`config.mk`:
```
export PLATFORM = sky130hd
export DESIGN_NAME = drive_top
export DESIGN_NICKNAME = d
export VERILOG_FILES = /design/src/cpu_bus_pkg.sv /design/src/drive_pkg.sv /design/src/cpu_bus_decoder.sv /design/src/ctl_reg_file.sv /design/src/drive_top.sv /design/src/duty_phase_mem.sv /design/src/mod_mem.sv /design/src/mod_sequencer.sv
export SDC_FILE = /design/constraint.sdc
export NUM_CORES = 1
export LEC_CHECK = 0
export BUFFER_PORTS_ARGS = -buffer_cell sky130_fd_sc_hd__buf_2
export CAP_MARGIN = 10
export CELL_PAD_IN_SITES_DETAIL_PLACEMENT = 1
export CELL_PAD_IN_SITES_GLOBAL_PLACEMENT = 2
export CORE_ASPECT_RATIO = 1.2
export CORE_UTILIZATION = 48
export DETAILED_ROUTE_END_ITERATION = 7
export PLACE_DENSITY_LB_ADDON = 0.1
export SLEW_MARGIN = 10
export SYNTH_ARGS = -nofsm -noshare
export SYNTH_HDL_FRONTEND = slang
export SYNTH_SLANG_ARGS = --single-unit
```
`constraint.sdc`:
```
create_clock -name CPU_CKIO -period 7.6 [get_ports CPU_CKIO]
set_clock_uncertainty 0.2 [all_clocks]
set_input_delay 0.76 -clock CPU_CKIO [delete_from_list [all_inputs] [get_ports CPU_CKIO]]
set_output_delay 0.76 -clock CPU_CKIO [all_outputs]
set_load 0.05 [all_outputs]
```
`src/cpu_bus_pkg.sv`:
```
package cpu_bus_pkg;

  // host data bus
  localparam int BUS_DATA_W = 16;
  typedef logic [BUS_DATA_W-1:0] cpu_data_t;

  // the CPU address splits into a bank select and an address inside the bank
  localparam int BANK_SEL_W = 2;
  localparam int BANK_ADDR_W = 14;
  localparam int CPU_ADDR_W = BANK_SEL_W + BANK_ADDR_W;

  typedef logic [BANK_SEL_W-1:0] bank_sel_t;
  typedef logic [BANK_ADDR_W-1:0] bank_addr_t;

  localparam bank_sel_t BANK_CONTROLLER = 2'd0;
  localparam bank_sel_t BANK_MOD = 2'd1;
  localparam bank_sel_t BANK_NORMAL = 2'd2;
  localparam bank_sel_t BANK_STM = 2'd3;

  // controller register map
  localparam bank_addr_t ADDR_CTL_FLAG = 14'd0;
  localparam bank_addr_t ADDR_MOD_SEGMENT = 14'd1;
  localparam bank_addr_t ADDR_MOD_CYCLE = 14'd2;
  localparam bank_addr_t ADDR_MOD_FREQ_DIV = 14'd3;
  localparam bank_addr_t ADDR_VERSION = 14'd4;

  localparam cpu_data_t VERSION_NUM = 16'h0041;

  // bit positions in the control flag register
  localparam int CTL_FLAG_RUN_BIT = 0;

endpackage

```
`src/drive_pkg.sv`:
```
package drive_pkg;

  localparam int NUM_TRANS = 8;
  typedef logic [$clog2(NUM_TRANS)-1:0] tr_idx_t;

  typedef logic [15:0] duty_t;
  typedef logic [15:0] phase_t;

  // modulation samples are bytes, packed two per host word
  typedef logic [7:0] mod_sample_t;

  localparam int MOD_DEPTH = 64;
  typedef logic [$clog2(MOD_DEPTH)-1:0] mod_idx_t;

  localparam int MOD_WORDS = 16;
  localparam int MOD_SEGMENTS = 2;
  typedef logic [$clog2(MOD_WORDS)-1:0] mod_word_addr_t;

  typedef enum logic {
    SEQ_IDLE,
    SEQ_SCAN
  } seq_state_t;

endpackage

```
`src/cpu_bus_decoder.sv`:
```
`timescale 1ns/100ps
module cpu_bus_decoder (
  input  logic                            CPU_CKIO,
  input  logic                            arst_n,
  input  logic                            cpu_cs_n,
  input  logic                            cpu_we_n,
  input  logic [cpu_bus_pkg::CPU_ADDR_W-1:0] cpu_addr,
  input  cpu_bus_pkg::cpu_data_t          cpu_data_in,
  input  cpu_bus_pkg::cpu_data_t          ctl_rd_data,
  output cpu_bus_pkg::cpu_data_t          cpu_data_out,
  output logic                            ctl_we,
  output logic                            mod_we,
  output logic                            normal_we,
  output cpu_bus_pkg::bank_addr_t         wr_addr,
  output cpu_bus_pkg::cpu_data_t          wr_data,
  output cpu_bus_pkg::bank_addr_t         rd_addr
);

  logic                            cs_n_q;
  logic                            we_n_q;
  logic                            we_n_d;
  logic [cpu_bus_pkg::CPU_ADDR_W-1:0] addr_q;
  cpu_bus_pkg::cpu_data_t          data_q;
  cpu_bus_pkg::bank_sel_t          bank_sel;
  logic                            wr_fire;
  logic                            ctl_hit;
  logic                            mod_hit;
  logic                            normal_hit;

  // the bus is asynchronous to CPU_CKIO, so everything is sampled once first
  always_ff @(posedge CPU_CKIO or negedge arst_n) begin
    if (!arst_n) begin
      cs_n_q <= 1'b1;
      we_n_q <= 1'b1;
      we_n_d <= 1'b1;
    end else begin
      cs_n_q <= cpu_cs_n;
      we_n_q <= cpu_we_n;
      we_n_d <= we_n_q;
    end
  end

  always_ff @(posedge CPU_CKIO) begin
    addr_q <= cpu_addr;
    data_q <= cpu_data_in;
  end

  assign bank_sel = addr_q[cpu_bus_pkg::CPU_ADDR_W-1:cpu_bus_pkg::BANK_ADDR_W];
  assign rd_addr = addr_q[cpu_bus_pkg::BANK_ADDR_W-1:0];

  // one write per falling edge of the sampled write enable
  assign wr_fire = ~cs_n_q & ~we_n_q & we_n_d;

  always_comb begin
    ctl_hit = 1'b0;
    mod_hit = 1'b0;
    normal_hit = 1'b0;
    case (bank_sel)
      cpu_bus_pkg::BANK_CONTROLLER: ctl_hit = 1'b1;
      cpu_bus_pkg::BANK_MOD: mod_hit = 1'b1;
      cpu_bus_pkg::BANK_NORMAL: normal_hit = 1'b1;
      // writes to the STM bank are dropped
      cpu_bus_pkg::BANK_STM: ctl_hit = 1'b0;
      default: ctl_hit = 1'b0;
    endcase
  end

  always_ff @(posedge CPU_CKIO or negedge arst_n) begin
    if (!arst_n) begin
      ctl_we <= 1'b0;
      mod_we <= 1'b0;
      normal_we <= 1'b0;
      cpu_data_out <= '0;
    end else begin
      ctl_we <= wr_fire & ctl_hit;
      mod_we <= wr_fire & mod_hit;
      normal_we <= wr_fire & normal_hit;
      // only the controller bank can be read back
      if (~cs_n_q && we_n_q && ctl_hit) begin
        cpu_data_out <= ctl_rd_data;
      end else begin
        cpu_data_out <= '0;
      end
    end
  end

  always_ff @(posedge CPU_CKIO) begin
    wr_addr <= addr_q[cpu_bus_pkg::BANK_ADDR_W-1:0];
    wr_data <= data_q;
  end

endmodule

```
`src/ctl_reg_file.sv`:
```
`timescale 1ns/100ps
module ctl_reg_file (
  input  logic                    CPU_CKIO,
  input  logic                    arst_n,
  input  logic                    ctl_we,
  input  cpu_bus_pkg::bank_addr_t wr_addr,
  input  cpu_bus_pkg::cpu_data_t  wr_data,
  input  cpu_bus_pkg::bank_addr_t rd_addr,
  output cpu_bus_pkg::cpu_data_t  rd_data,
  output logic                    run,
  output logic                    mod_segment,
  output drive_pkg::mod_idx_t     mod_cycle,
  output cpu_bus_pkg::cpu_data_t  mod_freq_div
);

  cpu_bus_pkg::cpu_data_t ctl_flag_q;
  cpu_bus_pkg::cpu_data_t mod_segment_q;
  cpu_bus_pkg::cpu_data_t mod_cycle_q;
  cpu_bus_pkg::cpu_data_t mod_freq_div_q;

  // full words are kept so the host reads back exactly what it wrote
  always_ff @(posedge CPU_CKIO or negedge arst_n) begin
    if (!arst_n) begin
      ctl_flag_q <= '0;
      mod_segment_q <= '0;
      mod_cycle_q <= '0;
      mod_freq_div_q <= '0;
    end else if (ctl_we) begin
      case (wr_addr)
        cpu_bus_pkg::ADDR_CTL_FLAG: begin
          ctl_flag_q <= wr_data;
        end
        cpu_bus_pkg::ADDR_MOD_SEGMENT: begin
          mod_segment_q <= wr_data;
        end
        cpu_bus_pkg::ADDR_MOD_CYCLE: begin
          mod_cycle_q <= wr_data;
        end
        cpu_bus_pkg::ADDR_MOD_FREQ_DIV: begin
          mod_freq_div_q <= wr_data;
        end
        default: begin
          ctl_flag_q <= ctl_flag_q;
        end
      endcase
    end
  end

  always_comb begin
    case (rd_addr)
      cpu_bus_pkg::ADDR_CTL_FLAG: begin
        rd_data = ctl_flag_q;
      end
      cpu_bus_pkg::ADDR_MOD_SEGMENT: begin
        rd_data = mod_segment_q;
      end
      cpu_bus_pkg::ADDR_MOD_CYCLE: begin
        rd_data = mod_cycle_q;
      end
      cpu_bus_pkg::ADDR_MOD_FREQ_DIV: begin
        rd_data = mod_freq_div_q;
      end
      cpu_bus_pkg::ADDR_VERSION: begin
        rd_data = cpu_bus_pkg::VERSION_NUM;
      end
      default: begin
        rd_data = '0;
      end
    endcase
  end

  assign run = ctl_flag_q[cpu_bus_pkg::CTL_FLAG_RUN_BIT];
  assign mod_segment = mod_segment_q[0];
  // the cycle is the last valid sample index, so it fits the index width
  assign mod_cycle = mod_cycle_q[$bits(drive_pkg::mod_idx_t)-1:0];
  assign mod_freq_div = mod_freq_div_q;

endmodule

```
`src/drive_top.sv`:
```
`timescale 1ns/100ps
module drive_top (
  input  logic                               CPU_CKIO,
  input  logic                               arst_n,
  input  logic                               cpu_cs_n,
  input  logic                               cpu_we_n,
  input  logic [cpu_bus_pkg::CPU_ADDR_W-1:0] cpu_addr,
  input  cpu_bus_pkg::cpu_data_t             cpu_data_in,
  output cpu_bus_pkg::cpu_data_t             cpu_data_out,
  output logic                               drive_valid,
  output drive_pkg::tr_idx_t                 drive_tr_idx,
  output drive_pkg::duty_t                   drive_duty,
  output drive_pkg::phase_t                  drive_phase,
  output drive_pkg::mod_idx_t                drive_mod_idx
);

  logic                    ctl_we;
  logic                    mod_we;
  logic                    normal_we;
  cpu_bus_pkg::bank_addr_t wr_addr;
  cpu_bus_pkg::cpu_data_t  wr_data;
  cpu_bus_pkg::bank_addr_t rd_addr;
  cpu_bus_pkg::cpu_data_t  ctl_rd_data;
  logic                    run;
  logic                    mod_segment;
  drive_pkg::mod_idx_t     mod_cycle;
  cpu_bus_pkg::cpu_data_t  mod_freq_div;
  drive_pkg::tr_idx_t      scan_tr;
  drive_pkg::mod_idx_t     scan_mod_idx;
  drive_pkg::mod_sample_t  sample;
  drive_pkg::duty_t        duty;
  drive_pkg::phase_t       phase;

  cpu_bus_decoder decoder_i (
    .CPU_CKIO(CPU_CKIO), .arst_n(arst_n), .cpu_cs_n(cpu_cs_n), .cpu_we_n(cpu_we_n),
    .cpu_addr(cpu_addr), .cpu_data_in(cpu_data_in), .ctl_rd_data(ctl_rd_data),
    .cpu_data_out(cpu_data_out), .ctl_we(ctl_we), .mod_we(mod_we), .normal_we(normal_we),
    .wr_addr(wr_addr), .wr_data(wr_data), .rd_addr(rd_addr)
  );

  ctl_reg_file ctl_i (
    .CPU_CKIO(CPU_CKIO), .arst_n(arst_n), .ctl_we(ctl_we), .wr_addr(wr_addr),
    .wr_data(wr_data), .rd_addr(rd_addr), .rd_data(ctl_rd_data), .run(run),
    .mod_segment(mod_segment), .mod_cycle(mod_cycle), .mod_freq_div(mod_freq_div)
  );

  mod_mem mod_i (
    .CPU_CKIO(CPU_CKIO), .mod_we(mod_we), .wr_addr(wr_addr), .wr_data(wr_data),
    .mod_segment(mod_segment), .rd_idx(scan_mod_idx), .rd_sample(sample)
  );

  duty_phase_mem normal_i (
    .CPU_CKIO(CPU_CKIO), .normal_we(normal_we), .wr_addr(wr_addr), .wr_data(wr_data),
    .rd_tr(scan_tr), .rd_duty(duty), .rd_phase(phase)
  );

  mod_sequencer seq_i (
    .CPU_CKIO(CPU_CKIO), .arst_n(arst_n), .run(run), .mod_cycle(mod_cycle),
    .mod_freq_div(mod_freq_div), .duty(duty), .phase(phase), .sample(sample),
    .scan_tr(scan_tr), .scan_mod_idx(scan_mod_idx), .drive_valid(drive_valid),
    .drive_tr_idx(drive_tr_idx), .drive_duty(drive_duty), .drive_phase(drive_phase),
    .drive_mod_idx(drive_mod_idx)
  );

endmodule

```
`src/duty_phase_mem.sv`:
```
`timescale 1ns/100ps
module duty_phase_mem (
  input  logic                    CPU_CKIO,
  input  logic                    normal_we,
  input  cpu_bus_pkg::bank_addr_t wr_addr,
  input  cpu_bus_pkg::cpu_data_t  wr_data,
  input  drive_pkg::tr_idx_t      rd_tr,
  output drive_pkg::duty_t        rd_duty,
  output drive_pkg::phase_t       rd_phase
);

  drive_pkg::duty_t  duty_mem [drive_pkg::NUM_TRANS];
  drive_pkg::phase_t phase_mem [drive_pkg::NUM_TRANS];

  drive_pkg::tr_idx_t wr_tr;
  logic               wr_in_range;

  initial begin
    for (int i = 0; i < drive_pkg::NUM_TRANS; i++) begin
      duty_mem[i] = '0;
      phase_mem[i] = '0;
    end
  end

  assign wr_tr = wr_addr[$bits(drive_pkg::tr_idx_t):1];
  assign wr_in_range = (wr_addr < cpu_bus_pkg::bank_addr_t'(2 * drive_pkg::NUM_TRANS));

  // odd addresses carry the duty, even ones the phase
  always_ff @(posedge CPU_CKIO) begin
    if (normal_we && wr_in_range) begin
      if (wr_addr[0]) begin
        duty_mem[wr_tr] <= wr_data;
      end else begin
        phase_mem[wr_tr] <= wr_data;
      end
    end
  end

  assign rd_duty = duty_mem[rd_tr];
  assign rd_phase = phase_mem[rd_tr];

endmodule

```
`src/mod_mem.sv`:
```
`timescale 1ns/100ps
module mod_mem (
  input  logic                    CPU_CKIO,
  input  logic                    mod_we,
  input  cpu_bus_pkg::bank_addr_t wr_addr,
  input  cpu_bus_pkg::cpu_data_t  wr_data,
  input  logic                    mod_segment,
  input  drive_pkg::mod_idx_t     rd_idx,
  output drive_pkg::mod_sample_t  rd_sample
);

  localparam int WORD_AW = $bits(drive_pkg::mod_word_addr_t) + 1;

  cpu_bus_pkg::cpu_data_t mem [drive_pkg::MOD_SEGMENTS * drive_pkg::MOD_WORDS];

  drive_pkg::mod_word_addr_t wr_word;
  logic                      wr_in_range;
  logic [WORD_AW-1:0]        rd_word;
  cpu_bus_pkg::cpu_data_t    rd_pair;

  // contents start cleared
  initial begin
    for (int i = 0; i < drive_pkg::MOD_SEGMENTS * drive_pkg::MOD_WORDS; i++) begin
      mem[i] = '0;
    end
  end

  assign wr_word = wr_addr[$bits(drive_pkg::mod_word_addr_t)-1:0];
  assign wr_in_range = (wr_addr < cpu_bus_pkg::bank_addr_t'(drive_pkg::MOD_WORDS));

  always_ff @(posedge CPU_CKIO) begin
    if (mod_we && wr_in_range) begin
      mem[{mod_segment, wr_word}] <= wr_data;
    end
  end

  // sample k sits in word k/2 across both segments, even samples in the low byte
  assign rd_word = rd_idx[$bits(drive_pkg::mod_idx_t)-1:1];
  assign rd_pair = mem[rd_word];
  assign rd_sample = rd_idx[0] ? rd_pair[15:8] : rd_pair[7:0];

endmodule

```
`src/mod_sequencer.sv`:
```
`timescale 1ns/100ps
module mod_sequencer (
  input  logic                   CPU_CKIO,
  input  logic                   arst_n,
  input  logic                   run,
  input  drive_pkg::mod_idx_t    mod_cycle,
  input  cpu_bus_pkg::cpu_data_t mod_freq_div,
  input  drive_pkg::duty_t       duty,
  input  drive_pkg::phase_t      phase,
  input  drive_pkg::mod_sample_t sample,
  output drive_pkg::tr_idx_t     scan_tr,
  output drive_pkg::mod_idx_t    scan_mod_idx,
  output logic                   drive_valid,
  output drive_pkg::tr_idx_t     drive_tr_idx,
  output drive_pkg::duty_t       drive_duty,
  output drive_pkg::phase_t      drive_phase,
  output drive_pkg::mod_idx_t    drive_mod_idx
);

  localparam int PROD_W = $bits(drive_pkg::duty_t) + $bits(drive_pkg::mod_sample_t);

  drive_pkg::seq_state_t  state;
  cpu_bus_pkg::cpu_data_t scan_cnt;
  cpu_bus_pkg::cpu_data_t scan_cnt_next;
  logic                   last_tr;
  logic [PROD_W-1:0]      product;

  assign last_tr = (scan_tr == drive_pkg::tr_idx_t'(drive_pkg::NUM_TRANS - 1));
  assign scan_cnt_next = scan_cnt + 1'b1;
  assign product = duty * sample;

  always_ff @(posedge CPU_CKIO or negedge arst_n) begin
    if (!arst_n) begin
      state <= drive_pkg::SEQ_IDLE;
      scan_tr <= '0;
      scan_mod_idx <= '0;
      scan_cnt <= '0;
      drive_valid <= 1'b0;
      drive_tr_idx <= '0;
      drive_duty <= '0;
      drive_phase <= '0;
      drive_mod_idx <= '0;
    end else begin
      case (state)
        drive_pkg::SEQ_IDLE: begin
          drive_valid <= 1'b0;
          drive_tr_idx <= '0;
          drive_mod_idx <= '0;
          scan_tr <= '0;
          scan_mod_idx <= '0;
          scan_cnt <= '0;
          if (run) begin
            state <= drive_pkg::SEQ_SCAN;
          end
        end
        drive_pkg::SEQ_SCAN: begin
          if (!run) begin
            state <= drive_pkg::SEQ_IDLE;
            drive_valid <= 1'b0;
            drive_tr_idx <= '0;
            drive_mod_idx <= '0;
            scan_tr <= '0;
            scan_mod_idx <= '0;
            scan_cnt <= '0;
          end else begin
            drive_valid <= 1'b1;
            drive_tr_idx <= scan_tr;
            drive_duty <= product[PROD_W-1:8];
            drive_phase <= phase;
            drive_mod_idx <= scan_mod_idx;
            scan_tr <= scan_tr + 1'b1;
            // a divider of 0 behaves like 1
            if (last_tr) begin
              if (scan_cnt_next >= mod_freq_div) begin
                scan_cnt <= '0;
                scan_mod_idx <= (scan_mod_idx >= mod_cycle) ? '0 : scan_mod_idx + 1'b1;
              end else begin
                scan_cnt <= scan_cnt_next;
              end
            end
          end
        end
        default: begin
          state <= drive_pkg::SEQ_IDLE;
        end
      endcase
    end
  end

endmodule

```
==> run metrics, run 1 <==
run status=finished clean; Max stage delay cell, worst path=fa_1; commonest cells after routing, fill and taps aside=edfxtp_1, mux4_2, nor2_1, dfrtp_1, nand2_1; clock latency at the later pin of the worst-skew pair=0.66 ns; FILL cells=7758; Worst slew margin=21.18%; Post-Syn Instances=2429; nets=2848; cell depth of the worst min-delay path=0; Setup CP Type=register to register; Port Buffers=93; setup slack, reg-to-reg=0.33 ns; CTS buffer count=96; Worst Path Max Fanout=24; library cells used by synthesis=66; Synth warnings=0; Fmax achieved=137.6 MHz; Non-Filler Instances=3875; hold_sp=decoder_i.data_q[14]$_DFF_P_; Setup-failing EPs final=0; Slew Limit Fails=0; Clock Tree Root=clkbuf_16; reg-to-reg endpoint=seq_i.drive_duty[12]$_DFFE_PN0P_; Area Growth Syn to Fin=14.82%; pwr dens=230.1 nW/µm²; number of global-route vias before repair=24439; Setup TNS Final=0 ns; CP Launch Type=register; Slew @ Worst Pin=1.182 ns; gr ovfl total=0; Post-Syn Area=41480 µm²; Placer Congestion=0.7800; Via density=5.751; HPWL Detailed=64130 µm; R2R cell count=22; cell area after layout=47620 µm²; Final Hold Fails=0; First-pass DRT Iterations=5; Critical Path AT=7.65 ns; Post-synth EDFFs=768; Detailed Route WL=103200 µm; fin crit period=7.269 ns; syn_area_per_cell=17.08 µm²; Iteration-0 DRC Markers=1685; first-pass GRT wire length=156400 µm; Leakage=17.17 nW; Crit. End Element=register; wire per inst=26.64 µm; syn_nets=2615; total number of vias=22284; ordered list of cells on the worst path=buf_12 > mux4_2 > mux4_2 > nand2_1 > nand3_1 > o21ai_2 > nor2_1 > fa_1 > fa_1 > fa_1 > inv_1 > fa_1 > inv_1 > ha_1 > buf_4 > nand2_1 > o21ai_0 > a21o_1 > a2111oi_0 > o22ai_1 > a2111oi_0 > nand3b_1; RSZ-0062 raised after global routing=false; Reg area=28200 µm²; die width=270.3 µm; largest net degree at the start of global routing=72; drt drc=0; Largest delay share family, worst path=adder cells; die area=87590 µm²; commonest non-fill, non-tap cell in the layout=edfxtp_1; worst flop-to-flop path startpoint=seq_i.scan_mod_idx[1]$_DFFE_PN0P_; Yosys reg bits=984; Die Span Y=324.0 µm; initial antenna violation count=2; layout cell share with drive strength beyond 1=24.74%; htree depth=3; Final ANT Viol Nets=0; effective utilization at floorplan=48.68%; Worst Path Required=7.98 ns; peak per-stage delay on the critical path=0.59 ns; post-synthesis async set-or-reset flop share=15.65%; sequential fraction of the synthesis area=67.90%; VDD IR-drop max=212.1 µV; worst hold path endpoint=decoder_i.wr_data[14]$_DFF_P_; Multi-input gate area=12440 µm²; GRT Total Usage=24.19%; worst path bufs/invs=4; clock sinks=984; CTS tree=done; dpl cells=3657; IO Pins=94; placed inst area=43850 µm²; final worst-path cycle share=95.65%; CTS clk-pin slew, worst paths=0.06 ns; Main synth FF type=edfxtp_1; total core area=85200 µm²; # rows=117; Hold Crit Class=register to register; clk buf depth=3; cell mode on critical path=fa_1; count of max-cap constraint violations=0
==> synthesized netlist by cell type, drive strengths merged, types with 6 or more instances <==
cell type	n	area, µm²
edfxtp	768	23060
mux4	198	4459
nor2	188	705.7
dfrtp	151	3779
nand2	139	521.8
inv	108	405.4
mux2i	96	968.4
o21ai	84	454.2
fa	83	1662
ha	67	838.3
dfxtp	62	1241
clkbuf	54	202.7
buf	53	322.8
mux2	48	540.5
nor2b	30	187.7
nand3	29	145.1
a21oi	28	140.1
a22oi	27	221.5
and3	24	150.1
a21o	21	157.7
or2	20	125.1
nand2b	18	112.6
nor3	14	70.07
xnor2	12	105.1
nand4	11	68.82
xor2	10	87.58
a22o	9	78.83
o211ai	7	52.55
a211oi	6	45.04
nand3b	6	48.80
==> sequential cells by signal (all words and copies together) (netlist names), 6 cells and up <==
signal	flops
seq_i.drive_phase	16
decoder_i.wr_addr	14
seq_i.drive_mod_idx	6
normal_i.duty_mem	128
mod_i.mem	512
seq_i.drive_duty	16
ctl_i.mod_freq_div	16
seq_i.scan_mod_idx	6
seq_i.scan_cnt	16
normal_i.phase_mem	128
decoder_i.wr_data	16
decoder_i.cpu_data_out	16
decoder_i.addr_q	16
ctl_i.mod_cycle_q	16
ctl_i.mod_segment_q	16
decoder_i.data_q	16
ctl_i.ctl_flag_q	16
==> stage by stage <==
step | setup slack, ns | hold slack [ns] | utilization [%] | power (mW)
2_1_floorplan | 0.5837 | 0.1096 | - | 5.990
3_3_place_gp | 0.2067 | 0.1096 | 51.46 | 6.065
3_5_place_dp | 0.09143 | 0.1131 | 51.46 | 6.075
4_1_cts | 0.04842 | 0.1224 | 55.79 | 11.07
5_1_grt | 0.004162 | 0.1300 | 55.89 | 11.25
6_report | 0.3306 | 0.1152 | 55.90 | 10.96
==> metal layers <==
layer	global-route usage [%]	up-vias	routed length [µm]
li1	-	9683	-
met1	32.18	11935	43900
met2	42.44	540	53060
met3	3.116	126	4479
met4	5.738	0	1805
met5	0	-	0
==> how the worst max path moves through the flow <==
stage,start,to,slack (ns),cells past startpoint
3_3_place_gp,seq_i.scan_mod_idx[1]$_DFFE_PN0P_,seq_i.drive_duty[13]$_DFFE_PN0P_,0.21,22
3_5_place_dp,seq_i.scan_mod_idx[1]$_DFFE_PN0P_,seq_i.drive_duty[9]$_DFFE_PN0P_,0.09,22
5_1_grt,seq_i.scan_mod_idx[1]$_DFFE_PN0P_,seq_i.drive_duty[12]$_DFFE_PN0P_,0.004,22
6_report,seq_i.scan_mod_idx[1]$_DFFE_PN0P_,seq_i.drive_duty[12]$_DFFE_PN0P_,0.33,22
4_1_cts,seq_i.scan_mod_idx[1]$_DFFE_PN0P_,seq_i.drive_duty[9]$_DFFE_PN0P_,0.05,22
2_1_floorplan,seq_i.scan_mod_idx[2]$_DFFE_PN0P_,seq_i.drive_duty[13]$_DFFE_PN0P_,0.58,26
==> cell families after synthesis <==
kind of cell / synth area share, %
AO/OA/AOI/OAI: 3.379
XOR/XNOR: 0.4646
adder cells (fa/ha/maj): 6.027
buffers and inverters: 2.263
flip-flops: 67.90
multiplexers: 14.39
AND/OR/NAND/NOR: 5.581
==> final cells by class <==
cell class | instances | area share (%)
clock buffer | 130 | 5.861
clock inverter | 50 | 1.143
tap | 1130 | 2.969
antenna | 1 | 0.005254
sequential | 984 | 59.21
multi-input combinational | 1228 | 26.11
timing repair buffer | 242 | 3.828
inverter | 110 | 0.8670
==> what timing repair did <==
item / 4_1_cts / 5_1_grt
gates resized for setup: 0 / 6
hold buffers: 35 / 0
endpoints found under the setup margin: 0 / 9
buffers inserted: 0 / 0
hold endpoints to repair: 103 / 0
==> power by group <==
part | total [mW] | internal [mW] | switching (mW)
Combinational | 0.0745 | 0.0267 | 0.0478
Clock | 4.99 | 2.96 | 2.03
Sequential | 5.90 | 5.82 | 0.0715
Note: power is estimated with default switching activity, not from simulation.
==> inputs of run 2 (changes only) <==
- clock period: 7.6 -> 8.2 ns (I/O delays scaled with it)
==> run metrics, run 2 (synthesis gave the netlist of run 1 again) <==
largest net degree at the start of global routing=76; run status=finished clean; RSZ-0062 raised after global routing=false; P_sw=1.980 mW; setup slack, reg-to-reg=0.40 ns; drt drc=0; wire per inst=26.97 µm; FILL cells=7802; total number of vias=22155; Worst slew margin=21.37%; first-pass GRT wire length=154600 µm; die area=87590 µm²; Port Buffers=93; pwr dens=212.9 nW/µm²; Worst Path Required=8.60 ns; die width=270.3 µm; CTS tree=done; effective utilization at floorplan=48.68%; # rows=117; number of global-route vias before repair=23878; worst path bufs/invs=6; peak per-stage delay on the critical path=0.65 ns; Worst Path Max Fanout=18; Switching Share=19.75%; Max stage delay cell, worst path=dfrtp_4; final worst-path cycle share=95.06%; HPWL Detailed=64590 µm; Comb pwr share=0.5%; Hold WS=0.04917 ns; dpl cells=3653; clock share of power=44.9%; Die Span Y=324.0 µm; First-pass DRT Iterations=5; CTS clk-pin slew, worst paths=0.07 ns; Slew Limit Fails=0; VDD IR-drop max=174.3 µV; Via density=5.782; fin crit period=7.795 ns; top flop regs=mod_i.mem: 512 flops, normal_i.duty_mem: 128 flops, normal_i.phase_mem: 128 flops; Iteration-0 DRC Markers=1710; Placer Congestion=0.7679; Final Hold Fails=0; Area Growth Syn to Fin=13.50%; CTS buffer count=96; Largest delay share family, worst path=adder cells; Detailed Route WL=103300 µm; Non-Filler Instances=3832; count of max-cap constraint violations=0; htree depth=3; Setup CP Type=register to register; clock latency at the later pin of the worst-skew pair=0.67 ns; clock sinks=984; total core area=85200 µm²; Hold Crit Class=input port to register; gr ovfl total=0; initial antenna violation count=2; Clock Tree Root=clkbuf_16; Setup TNS Final=0 ns; Leakage=16.92 nW; layout cell share with drive strength beyond 1=24.67%; cell mode on critical path=fa_1; clk buf depth=3; commonest cells after routing, fill and taps aside=edfxtp_1, mux4_2, nor2_1, dfrtp_1, nand2_1; GRT Total Usage=24.07%; Int Power=8.044 mW; Biggest register=mod_i.mem; nets=2809; Slew @ Worst Pin=1.179 ns; CP Launch Type=register; Critical Path AT=8.19 ns; Fmax achieved=128.3 MHz; max reg flops=512; Sequential Power Share=54.5%; Final Total Pwr=10.02 mW; Crit. End Element=register; Final ANT Viol Nets=0; commonest non-fill, non-tap cell in the layout=edfxtp_1; Setup-failing EPs final=0; IO Pins=94
==> run 2: cell count changes in the layout (fill, tap and decap cells not counted), sizes merged <==
| cell | previous run | this run |
|---|---|---|
| dlygate4sd3 | 35 | 1 |
| buf | 206 | 202 |
| clkbuf | 131 | 128 |
| clkinvlp | 0 | 3 |
| inv | 114 | 111 |
| bufinv | 11 | 9 |
| clkinv | 35 | 34 |
| diode | 1 | 2 |
==> run 2: final cells by class <==
type	count	area, µm²	share of cell area, %
clock buffer	128	2741	5.824
tap	1130	1414	3.003
sequential	984	28200	59.91
antenna	2	5.005	0.01063
timing repair buffer	203	1400	2.974
multi-input combinational	1228	12420	26.38
clock inverter	47	483.0	1.026
inverter	110	412.9	0.8771
==> run 2: power groups by stage <==
stage | clock network, mW | logic, mW | registers, mW
finish | 4.50 | 0.0538 | 5.47
global route | 4.76 | 0.0603 | 5.47
CTS | 4.59 | 0.0561 | 5.47
detailed placement | 0 | 0.0557 | 5.58
global placement | 0 | 0.0540 | 5.57
floorplan | 0 | 0.0144 | 5.54
==> run 2: through the flow <==
step	utilization [%]	setup slack [ns]	instance area, µm²
floorplan	-	1.184	41480
global placement	51.41	0.5044	43800
detailed placement	51.41	0.3761	43800
CTS	55.21	0.3599	47040
global route	55.25	0.003712	47070
finish	55.25	0.4047	47070
==> run 2: timing repair <==
action	in CTS	in global routing
resized for setup	0	1
endpoints found under the hold margin	8	0
hold buffers	1	0
setup buffers	0	1
endpoints found under the setup margin	0	2
==> run 2: path summary, 6_finish.rpt <==
kind                                                    from                          endpoint  depth (start not counted)
setup / recovery           seq_i.scan_mod_idx[1]$_DFFE_PN0P_  seq_i.drive_duty[13]$_DFFE_PN0P_                         26
hold reg to reg                 decoder_i.data_q[13]$_DFF_P_     decoder_i.wr_data[13]$_DFF_P_                          0
min in group asynchronous                             arst_n  seq_i.drive_duty[10]$_DFFE_PN0P_                          2
max in group asynchronous                             arst_n     seq_i.scan_cnt[7]$_DFFE_PN0P_                          3
setup reg to reg           seq_i.scan_mod_idx[1]$_DFFE_PN0P_  seq_i.drive_duty[13]$_DFFE_PN0P_                         26
hold / removal                               cpu_data_in[15]      decoder_i.data_q[15]$_DFF_P_                          1
==> run 2: routing by layer <==
metal,track usage (%),up-vias,wire length (µm)
met4,5.976,0,2063
met1,32.80,11842,44620
met2,41.33,565,52110
li1,-,9615,-
met3,2.991,133,4545
met5,0,-,0
